$ cat src/include/cft_settings.svh
// Global sizes for the major register block; widths other than a 16-bit word and byte panel are untested
`ifndef CFT_SETTINGS_SVH
`define CFT_SETTINGS_SVH

//////////////////////////////////////////////////////////////////////////////
// Datapath sizes
//////////////////////////////////////////////////////////////////////////////

// Width of one major register and of the internal bus
`define CFT_WORD_WIDTH 16

// PC, DR, AC and SP
`define CFT_NUM_MAJOR 4

// Front panel shows one byte of a register at a time
`define CFT_PANEL_WIDTH 8

// Edges from a microcode word to its visible results
`define CFT_PIPE_DEPTH 3

`endif

$ cat src/hdl/cft_bus_pkg.sv
// Microcode side types; register ids follow the order PC, DR, AC, SP and must not be reordered
package cft_bus_pkg;

`include "cft_settings.svh"

   //////////////////////////////////////////////////////////////////////////////
   // Register identifiers
   //////////////////////////////////////////////////////////////////////////////

   // Index into the register bank, also used for bus and panel selection
   typedef enum logic [1:0] {
      maj_pc = 2'd0,
      maj_dr = 2'd1,
      maj_ac = 2'd2,
      maj_sp = 2'd3
   } major_id_t;

   //////////////////////////////////////////////////////////////////////////////
   // Microcode control word
   //////////////////////////////////////////////////////////////////////////////

   // Raw strobes as they leave the sequencer, all active high
   typedef struct packed {
      logic      write_en;   // Load write_id from the bus
      major_id_t write_id;
      logic      read_en;    // Drive the bus from read_id
      major_id_t read_id;
      logic      inc_en;     // Count step_id up
      logic      dec_en;     // Count step_id down
      major_id_t step_id;
   } ustrobe_t;

   // Decoded word carried into the bank stage
   // Bus word travels with its strobes so a load sees its own cycle's data
   typedef struct packed {
      ustrobe_t                   op;
      logic [`CFT_WORD_WIDTH-1:0] bus_word;
   } uctl_t;

endpackage

$ cat src/hdl/cft_status_pkg.sv
// Status side types; flags are active high inside the block, only the top inverts the L toggle
package cft_status_pkg;

`include "cft_settings.svh"

   // AC condition outputs
   typedef struct packed {
      logic fz;     // AC is zero
      logic fn;     // AC bit 15 set
      logic accpl;  // One cycle pulse, toggle L on AC wrap
   } ac_flags_t;

   // Front panel byte select
   typedef struct packed {
      cft_bus_pkg::major_id_t panel_id;
      logic                   panel_hi;  // High byte when set
   } panel_sel_t;

   //////////////////////////////////////////////////////////////////////////////
   // Bank stage results seen by the readout stage
   //////////////////////////////////////////////////////////////////////////////

   typedef struct packed {
      logic [`CFT_NUM_MAJOR-1:0][`CFT_WORD_WIDTH-1:0] regs;
      logic                                           ac_wrap;
      // Read request delayed to line up with the updated registers
      logic                                           read_en;
      cft_bus_pkg::major_id_t                         read_id;
   } bank_view_t;

endpackage

$ cat src/hdl/cft_major_regs.sv
// Top of the major register block; outputs trail their microcode word by three clk edges, no stall
`timescale 1ns/1ps

`include "cft_settings.svh"

module cft_major_regs
   import cft_bus_pkg::*;
   import cft_status_pkg::*;
(
   input  logic                        clk,
   input  logic                        rst_n,
   input  ustrobe_t                    ustrobe,
   input  logic [`CFT_WORD_WIDTH-1:0]  ibus_in,
   input  panel_sel_t                  panel_sel,
   output logic [`CFT_WORD_WIDTH-1:0]  ibus_out,
   output logic                        ibus_drive,
   output logic [`CFT_WORD_WIDTH-1:0]  pc_out,
   output logic [`CFT_WORD_WIDTH-1:0]  ac_out,
   output logic                        fz,
   output logic                        fn,
   output logic                        naccpl,
   output logic [`CFT_PANEL_WIDTH-1:0] fpd
);

   uctl_t      ctl;
   bank_view_t view;
   ac_flags_t  flags;

   // Decode, bank, readout
   ustrobe_decode u_decode (
      .clk     (clk),
      .rst_n   (rst_n),
      .ustrobe (ustrobe),
      .ibus_in (ibus_in),
      .ctl     (ctl)
   );

   major_reg_bank u_bank (
      .clk   (clk),
      .rst_n (rst_n),
      .ctl   (ctl),
      .view  (view)
   );

   reg_readout u_readout (
      .clk        (clk),
      .rst_n      (rst_n),
      .view       (view),
      .panel_sel  (panel_sel),
      .ibus_out   (ibus_out),
      .ibus_drive (ibus_drive),
      .pc_out     (pc_out),
      .ac_out     (ac_out),
      .flags      (flags),
      .fpd        (fpd)
   );

   assign fz     = flags.fz;
   assign fn     = flags.fn;
   // L toggle leaves the block active low, as the L register expects
   assign naccpl = ~flags.accpl;

endmodule

$ cat src/hdl/major_reg_bank.sv
// Second stage; PC cannot count down, a load beats a step on the same register, other steps proceed
`timescale 1ns/1ps

`include "cft_settings.svh"

module major_reg_bank
   import cft_bus_pkg::*;
   import cft_status_pkg::*;
(
   input  logic       clk,
   input  logic       rst_n,
   input  uctl_t      ctl,
   output bank_view_t view
);

   // Capability table
   //   reg  inc  dec
   //   PC    Y    -
   //   DR    Y    Y
   //   AC    Y    Y
   //   SP    Y    Y
   // Every register counts up, so only the down direction needs a mask
   // Bit order follows major_id_t, PC in bit 0
   localparam logic [`CFT_NUM_MAJOR-1:0] can_dec = 4'b1110;

   logic [`CFT_NUM_MAJOR-1:0][`CFT_WORD_WIDTH-1:0] regs;
   logic [`CFT_NUM_MAJOR-1:0][`CFT_WORD_WIDTH-1:0] regs_next;

   // One-hot register selects for this word
   logic [`CFT_NUM_MAJOR-1:0] load_sel;
   logic [`CFT_NUM_MAJOR-1:0] inc_sel;
   logic [`CFT_NUM_MAJOR-1:0] dec_sel;

   logic      ac_wrap_next;
   logic      ac_wrap;
   logic      read_en_q;
   major_id_t read_id_q;

   //////////////////////////////////////////////////////////////////////////////
   // Strobe fan-out
   //////////////////////////////////////////////////////////////////////////////

   assign load_sel = ctl.op.write_en ?
                     (`CFT_NUM_MAJOR'(1) << ctl.op.write_id) : '0;
   assign inc_sel  = ctl.op.inc_en ?
                     (`CFT_NUM_MAJOR'(1) << ctl.op.step_id) : '0;
   // Unsupported decrements fall out here
   assign dec_sel  = ctl.op.dec_en ?
                     ((`CFT_NUM_MAJOR'(1) << ctl.op.step_id) & can_dec) : '0;

   //////////////////////////////////////////////////////////////////////////////
   // Next register values
   //////////////////////////////////////////////////////////////////////////////

   always_comb begin
      regs_next = regs;
      for (int i = 0; i < `CFT_NUM_MAJOR; i++) begin
         // Parallel load has priority, like the counter load pin
         if (load_sel[i]) begin
            regs_next[i] = ctl.bus_word;
         end else if (inc_sel[i]) begin
            regs_next[i] = regs[i] + `CFT_WORD_WIDTH'(1);
         end else if (dec_sel[i]) begin
            regs_next[i] = regs[i] - `CFT_WORD_WIDTH'(1);
         end
      end
   end

   // AC carry or borrow out of the top nibble
   // Only counts when the step really lands, so a load masks it
   assign ac_wrap_next = !load_sel[maj_ac] &&
                         ((inc_sel[maj_ac] && (regs[maj_ac] == '1)) ||
                          (dec_sel[maj_ac] && (regs[maj_ac] == '0)));

   //////////////////////////////////////////////////////////////////////////////
   // Stage registers
   //////////////////////////////////////////////////////////////////////////////

   always_ff @(posedge clk) begin
      if (!rst_n) begin
         regs      <= '0;
         ac_wrap   <= 1'b0;
         read_en_q <= 1'b0;
         read_id_q <= maj_pc;
      end else begin
         regs      <= regs_next;
         ac_wrap   <= ac_wrap_next;
         // Read request rides one stage so it sees this word's update
         read_en_q <= ctl.op.read_en;
         read_id_q <= ctl.op.read_id;
      end
   end

   assign view = '{
      regs:    regs,
      ac_wrap: ac_wrap,
      read_en: read_en_q,
      read_id: read_id_q
   };

   // PC has no down counter
   a_no_pc_dec : assert property (
      @(posedge clk) disable iff (!rst_n)
      !(ctl.op.dec_en && (ctl.op.step_id == maj_pc))
   );

endmodule

$ cat src/hdl/reg_readout.sv
// Third stage; the bus is modelled as a registered word plus drive strobe, no tri-state or contention check
`timescale 1ns/1ps

`include "cft_settings.svh"

module reg_readout
   import cft_bus_pkg::*;
   import cft_status_pkg::*;
(
   input  logic                        clk,
   input  logic                        rst_n,
   input  bank_view_t                  view,
   input  panel_sel_t                  panel_sel,
   output logic [`CFT_WORD_WIDTH-1:0]  ibus_out,
   output logic                        ibus_drive,
   output logic [`CFT_WORD_WIDTH-1:0]  pc_out,
   output logic [`CFT_WORD_WIDTH-1:0]  ac_out,
   output ac_flags_t                   flags,
   output logic [`CFT_PANEL_WIDTH-1:0] fpd
);

   logic [`CFT_WORD_WIDTH-1:0] ac_word;
   logic [`CFT_WORD_WIDTH-1:0] panel_word;

   assign ac_word    = view.regs[maj_ac];
   // Panel looks at the same register values as this edge's readout
   assign panel_word = view.regs[panel_sel.panel_id];

   //////////////////////////////////////////////////////////////////////////////
   // Control and flags
   //////////////////////////////////////////////////////////////////////////////

   always_ff @(posedge clk) begin
      if (!rst_n) begin
         ibus_drive  <= 1'b0;
         // AC clears to zero, so the zero flag starts set
         flags.fz    <= 1'b1;
         flags.fn    <= 1'b0;
         flags.accpl <= 1'b0;
      end else begin
         // Stands in for the 541 output enables
         ibus_drive  <= view.read_en;
         flags.fz    <= (ac_word == '0);
         flags.fn    <= ac_word[`CFT_WORD_WIDTH-1];
         // Wrap bit is per word, so this stays a single-cycle pulse
         flags.accpl <= view.ac_wrap;
      end
   end

   //////////////////////////////////////////////////////////////////////////////
   // Data outputs
   //////////////////////////////////////////////////////////////////////////////

   always_ff @(posedge clk) begin
      // Bus read mux, only meaningful while ibus_drive is high
      ibus_out <= view.regs[view.read_id];
      pc_out   <= view.regs[maj_pc];
      ac_out   <= ac_word;
      if (panel_sel.panel_hi) begin
         fpd <= panel_word[`CFT_WORD_WIDTH-1 -: `CFT_PANEL_WIDTH];
      end else begin
         fpd <= panel_word[`CFT_PANEL_WIDTH-1:0];
      end
   end

   //////////////////////////////////////////////////////////////////////////////
   // L toggle checks
   //////////////////////////////////////////////////////////////////////////////

   // A real wrap leaves AC at one end of its range
   a_accpl_at_edge : assert property (
      @(posedge clk) disable iff (!rst_n)
      flags.accpl |-> ((ac_out == '0) || (ac_out == '1))
   );

   // Back to back pulses need two wrapping words in a row
   // That can only be an up then down, or down then up, so AC flips end to end
   a_accpl_pair : assert property (
      @(posedge clk) disable iff (!rst_n)
      (flags.accpl && $past(flags.accpl)) |-> (ac_out == ~$past(ac_out))
   );

endmodule

$ cat src/hdl/ustrobe_decode.sv
// First stage; assumes the sequencer never asks for both step directions, an opposing pair becomes a no-op
`timescale 1ns/1ps

`include "cft_settings.svh"

module ustrobe_decode
   import cft_bus_pkg::*;
(
   input  logic                       clk,
   input  logic                       rst_n,
   input  ustrobe_t                   ustrobe,
   input  logic [`CFT_WORD_WIDTH-1:0] ibus_in,
   output uctl_t                      ctl
);

   //////////////////////////////////////////////////////////////////////////////
   // Strobe validation
   //////////////////////////////////////////////////////////////////////////////

   ustrobe_t                   op_clean;
   ustrobe_t                   op_q;
   logic [`CFT_WORD_WIDTH-1:0] word_q;

   always_comb begin
      op_clean = ustrobe;
      // Up and down together would fight in a counter
      // Drop both so the register just holds
      if (ustrobe.inc_en && ustrobe.dec_en) begin
         op_clean.inc_en = 1'b0;
         op_clean.dec_en = 1'b0;
      end
   end

   //////////////////////////////////////////////////////////////////////////////
   // Stage register
   //////////////////////////////////////////////////////////////////////////////

   // Strobes come back from reset as a no-op word
   always_ff @(posedge clk) begin
      if (!rst_n) begin
         op_q <= '0;
      end else begin
         op_q <= op_clean;
      end
   end

   // Bus word captured alongside, meaningful only with write_en
   always_ff @(posedge clk) begin
      word_q <= ibus_in;
   end

   assign ctl = '{op: op_q, bus_word: word_q};

   //////////////////////////////////////////////////////////////////////////////
   // Sequencer contract
   //////////////////////////////////////////////////////////////////////////////

   // Microcode never steps a register both ways at once
   a_no_inc_dec : assert property (
      @(posedge clk) disable iff (!rst_n)
      !(ustrobe.inc_en && ustrobe.dec_en)
   );

   // Tri-state bus origin: one register cannot drive and load the bus together
   a_no_self_xfer : assert property (
      @(posedge clk) disable iff (!rst_n)
      !(ustrobe.read_en && ustrobe.write_en && (ustrobe.read_id == ustrobe.write_id))
   );

endmodule

$ cat config.mk
export PLATFORM = sky130hd
export DESIGN_NAME = cft_major_regs
export DESIGN_NICKNAME = d
export VERILOG_FILES = /design/src/hdl/cft_bus_pkg.sv /design/src/hdl/cft_status_pkg.sv /design/src/hdl/cft_major_regs.sv /design/src/hdl/major_reg_bank.sv /design/src/hdl/reg_readout.sv /design/src/hdl/ustrobe_decode.sv
export VERILOG_INCLUDE_DIRS = /design/src /design/src/include
export SDC_FILE = /design/constraint.sdc
export NUM_CORES = 1
export LEC_CHECK = 0
export BUFFER_PORTS_ARGS = -buffer_cell sky130_fd_sc_hd__buf_4
export CORE_UTILIZATION = 35
export DETAILED_ROUTE_END_ITERATION = 16
export GPL_TIMING_DRIVEN = 0
export SETUP_SLACK_MARGIN = 0.02
export SKIP_LAST_GASP = 1
export SYNTH_ARGS = -nofsm -noshare
export SYNTH_HDL_FRONTEND = slang
export SYNTH_SLANG_ARGS = --single-unit
$ cat constraint.sdc
create_clock -name clk -period 7.7 [get_ports clk]
set_clock_uncertainty 0.05 [all_clocks]
set_input_delay 1.54 -clock clk [delete_from_list [all_inputs] [get_ports clk]]
set_output_delay 1.54 -clock clk [all_outputs]
set_load 0.02 [all_outputs]
* Word-level counts from Yosys, hierarchy flattened
Index checks and enable logic that the tools add are counted.
Word-level totals: input bits 31, flip-flop bits (word level) 154, output and inout port bits 60
Operators by class: $lt $le $gt $ge 2, reductions and logical operators 12, multiplexer cells 20, add/sub/neg operators 8, shift operators 2, eq/ne operators 1, bitwise gates (word level) 2
Operators with widths (count):
- $mux W16 | 14
- $add A16 B1 Y16 const B | 4
- $bmux W16 S2 | 2
- $sub A16 B1 Y16 const B | 4
- $eq A16 B16 Y1 const B | 1
- $logic_not A16 Y1 | 1
- $mux W4 | 3
- $reduce_bool A3 Y1 | 4
- $mux W8 | 1
- $shl A1 B2 Y4 const A | 2
- $lt A2 B3 Y1 const B | 2
- $logic_and A1 B1 Y1 | 4
- $not A1 Y1 | 2
- $reduce_or A2 Y1 | 1
- $logic_not A1 Y1 | 1
- $logic_or A1 B1 Y1 | 1

* Longest topological paths before layout
depth after elaboration 5, mapped depth 12, depth with buffers taken out 11

* Hierarchy
From an unflattened synthesis, not the netlist that was laid out.
Unflattened totals: cell total of the unflattened synthesis 922, area, all modules 8704.6 um^2
Modules (own cells, without submodules):
- major_reg_bank | cells an instance 768, seq. area each 1361.3 um^2, area an instance 5911.9 um^2, instances 1
- reg_readout | cells an instance 117, seq. area each 1201.2 um^2, area an instance 2190.9 um^2, instances 1
- ustrobe_decode | cells an instance 36, seq. area each 520.5 um^2, area an instance 598.1 um^2, instances 1
- cft_major_regs | cells an instance 1, seq. area each 0.0 um^2, area an instance 3.8 um^2, instances 1

* Worst setup path after synthesis
Ideal clock, no wire load.
kind register to register, start register u_decode.op_q (netlist bit u_decode.ctl[19]), end register u_bank.regs (netlist bit u_bank.view[19]), clock period less this slack 3.071 ns, arrival time 2.891 ns, setup slack 4.629 ns, data required time 7.520 ns, stages on the path, launching flop included 12, library setup time 0.130 ns, path through dfxtp_1 buf_2 or3b_2 clkbuf_1 ha_1 a21oi_1 o221ai_1 o21bai_1 a31oi_1 a211oi_1 xnor2_1 o22ai_1
On the way: cells in the longest elaborated chain, start to end 3, elaborated cells between the ends (all ways) 4
RTL lines:
- start, declared | RTL line ustrobe_decode.sv:21 | ustrobe_t op_q;
- start signal, assigned | RTL line ustrobe_decode.sv:43 | op_q <= op_clean;
- $mux W4 * | RTL line major_reg_bank.sv:45 | assign inc_sel = ctl.op.inc_en ?
- $mux W16 | RTL line major_reg_bank.sv:61 | end else if (inc_sel[i]) begin
- $mux W16 | RTL line major_reg_bank.sv:59 | if (load_sel[i]) begin
- end signal, assigned | RTL line major_reg_bank.sv:86 | regs <= regs_next;
- end, declared | RTL line major_reg_bank.sv:26 | logic [`CFT_NUM_MAJOR-1:0][`CFT_WORD_WIDTH-1:0] regs;
Mark *: on every way between the ends. The rest lies on a longest branch, timed or not. A chain may end at the register's enable or synchronous reset.

* Worst setup path in the final report
Ends and elaborated chain as after synthesis.

==> flow_metrics.tcl <==
set metrics [dict create \
    num_rows 56 \
    ctsHtreeMaxLevel 4 \
    grt_max_degree 26 \
    core_sq_um 23700 \
    max-slew-margin-rel_pct 22.4 \
    avgRoutedWirePerCell_um 19.7 \
    synth_top_area_share_pct 36.2 \
    ctsLongestPathBuffers 2 \
    syn-num-nets 989 \
    worstPathArrival_ns 4.21 \
    ys_seq_elements 154 \
    post-route-min-period_ns 3.97 \
    tns_ns 0 \
    synth_ff_type "dfxtp_1" \
    antenna_cells 0 \
    synthArstFlopShare_pct 0 \
    yosysWarnings 0 \
    rsz0062_at_grt "no" \
    drtIter0Drc 528 \
    path_cells "buf_2 > or3b_2 > clkbuf_1 > ha_1 > a21oi_1 > o221ai_1 > o21bai_1 > a31oi_1 > a211oi_1 > xnor2_1 > o22ai_1" \
    antenna_left 0 \
    required_ns 7.94 \
    antenna_found_initial 0 \
    pwr_density_cell_nw_per_um2 219 \
    clockRootBuffer "clkbuf_16" \
    worst_pin_slew_ns 1.16 \
    avgSynthCellArea_sq_um 9.57 \
    start_util_pct 36.0 \
    clkSinkCount 154 \
    syn_area_sq_um 8520 \
    cts_tree "done" \
    synth_seq_area_share_pct 36.2 \
    nets 1095 \
    die_w_um 158 \
    syn2layout_area_growth_pct 19.2 \
    drc 0 \
    clk_pin_slew_ns 0.06 \
    dieHeight_um 158 \
    peakVddDrop_uv 117 \
    reg2reg_setup_slack_ns 3.73 \
    clock_latency_ns 0.43 \
    die_area_sq_um 25000 \
    io_pins 91 \
    cts.repair.resized 0 \
    cap_violations 0 \
    grt_pass1_wl_mm 39.6 \
    synth_edf_count 0 \
    synthDistinctLibCells 69 \
    setup_viol 0 \
    cts_setup_buffers 0 \
    filler_cell_count 2371 \
    gp_congestion 0.931 \
    path_max_fanout 25 \
    numCtsBuffers 17 \
    postCtsHoldBufs 0 \
    io_buffers 86 \
    endpoint_kind "flop" \
    drt-total-wl_mm 26.2 \
    fmax_mhz 252 \
    status "complete, no violations" \
    fin_util_pct 42.9 \
    grt_pass1_vias 6911 \
    yosys-top-cells-area "dfxtp_1 (36%), ha_1 (9.4%), mux4_2 (8.2%)" \
    crit_slowest_cell "or3b_2" \
    drv_slew 0 \
    hold_path.class "flop to flop" \
    via_per_inst 5.59 \
    route.vias.total 7422 \
    critPathMaxStageDelay_ns 0.58 \
    synth_cells 890 \
    hpwl_mm 19.7 \
    post-route-period-util_pct 51.5 \
    hold_viol 0 \
    grtUsageTotal_pct 21.6 \
    crit_type "flop to flop" \
    layout-drive-gt1-share_pct 17.1 \
    critPathLaunchType "flop" \
    yosys.area.top_type "dfxtp_1" \
    p_leak_nw 4.35 \
    dr.pass1.iters 5 \
    gr-total-overflow 0 \
]
[power breakdown]
part           switching [mW]  internal [mW]  total, mW
sequential             0.0501          0.846      0.896
clock                   0.346          0.496      0.842
combinational           0.263          0.224      0.487
total                   0.659           1.57       2.22
[cells in the final DEF, fill, tap and decap left out, types with 23 or more instances in the layout]
cell,count
xor2_1,24
mux4_2,31
ha_1,64
xnor2_1,27
buf_4,86
inv_1,23
clkbuf_1,37
a21oi_1,83
nand2_1,87
o21ai_0,46
dfxtp_1,154
nor2_1,34
[state kept, by name, indices dropped and copies added (netlist names)]
signal                count
u_bank.read_id_q          2
u_decode.ctl             10
u_readout.ac_out         16
u_decode.word_q          16
u_readout.ibus_drive      1
u_readout.flags           3
u_bank.read_en_q          1
u_readout.pc_out         16
u_bank.view              64
u_readout.fpd             8
u_bank.ac_wrap            1
u_readout.ibus_out       16
[synth_stat cells (8+ instances only)]
| cell type | instances |
|---|---|
| nand2b_1 | 9 |
| a31oi_1 | 13 |
| o21a_1 | 8 |
| xor2_1 | 24 |
| a211oi_1 | 9 |
| nand4_1 | 10 |
| a21oi_1 | 83 |
| nand2_1 | 87 |
| ha_1 | 64 |
| dfxtp_1 | 154 |
| nor2b_1 | 8 |
| o21ai_1 | 9 |
| o211a_1 | 19 |
| and2_1 | 18 |
| inv_1 | 23 |
| a21o_1 | 20 |
| nor2_1 | 34 |
| o211ai_1 | 21 |
| nand3_1 | 21 |
| a22o_1 | 8 |
| mux4_2 | 31 |
| o21ai_0 | 46 |
| xnor2_1 | 27 |
| clkbuf_1 | 33 |
[worst paths after layout]
| kind | startpoint | end | depth (start not counted) |
|---|---|---|---|
| setup / recovery | u_decode.ctl[19] | u_bank.view[19] | 11 |
| hold / removal | u_bank.view[36] | u_readout.ac_out[0] | 0 |
| setup reg to reg | u_decode.ctl[19] | u_bank.view[19] | 11 |
| hold reg to reg | u_bank.view[36] | u_readout.ac_out[0] | 0 |
[logic make-up after synthesis]
kind of cell               after synthesis  synth area share (%)
DFF                                    154                  36.2
AOI/OAI and AO/OA                      288                  22.8
muxes                                   38                  9.30
buffers and inverters                   68                  3.19
adders and majority gates               68                  10.3
xor gates and xnor gates                51                  5.24
and+or+nand+nor                        223                  12.9
[area by class of cell]
class                   count  area [sq um]  area share (%)
well taps                 319           399            3.93
flip-flops and latches    154          3080            30.4
clock buffers              23           468            4.61
clock inverters             9           116            1.15
multi-input cells         668          5160            50.9
inverters                  23          86.3           0.850
plain buffers              45           185            1.82
repair buffers             87           651            6.41
[worst max-delay path: cells and delay by family (launching register included)]
family,cells,cell delay (ns)
fa+ha+maj,1,0.58
simple gates,1,0.58
buf+inv,2,0.75
xor+xnor,1,0.25
compound gates,6,1.25
flops,1,0.35
[routing by layer]
metal,vias to the layer above,part of all wire (%),track usage [%]
met5,-,0,0
met4,0,2.8,8.42
met3,40,6.3,3.59
met2,284,46,35.0
met1,3571,45,28.6
li1,3527,-,-
[metrics by stage]
step | cell area, sq um | std cells | hold WS, ns | power, mW | setup slack [ns]
3_3_place_gp | 9560 | 1295 | 0.318 | 1.39 | 3.78
3_5_place_dp | 9570 | 1296 | 0.319 | 1.39 | 3.78
5_1_grt | 10200 | 1328 | 0.331 | 2.32 | 3.42
4_1_cts | 10200 | 1328 | 0.326 | 2.23 | 3.74
2_1_floorplan | 8520 | 890 | 0.301 | 1.25 | 4.63
6_report | 10200 | 1328 | 0.329 | 2.22 | 3.73
Power figures use the tool's default switching activity.
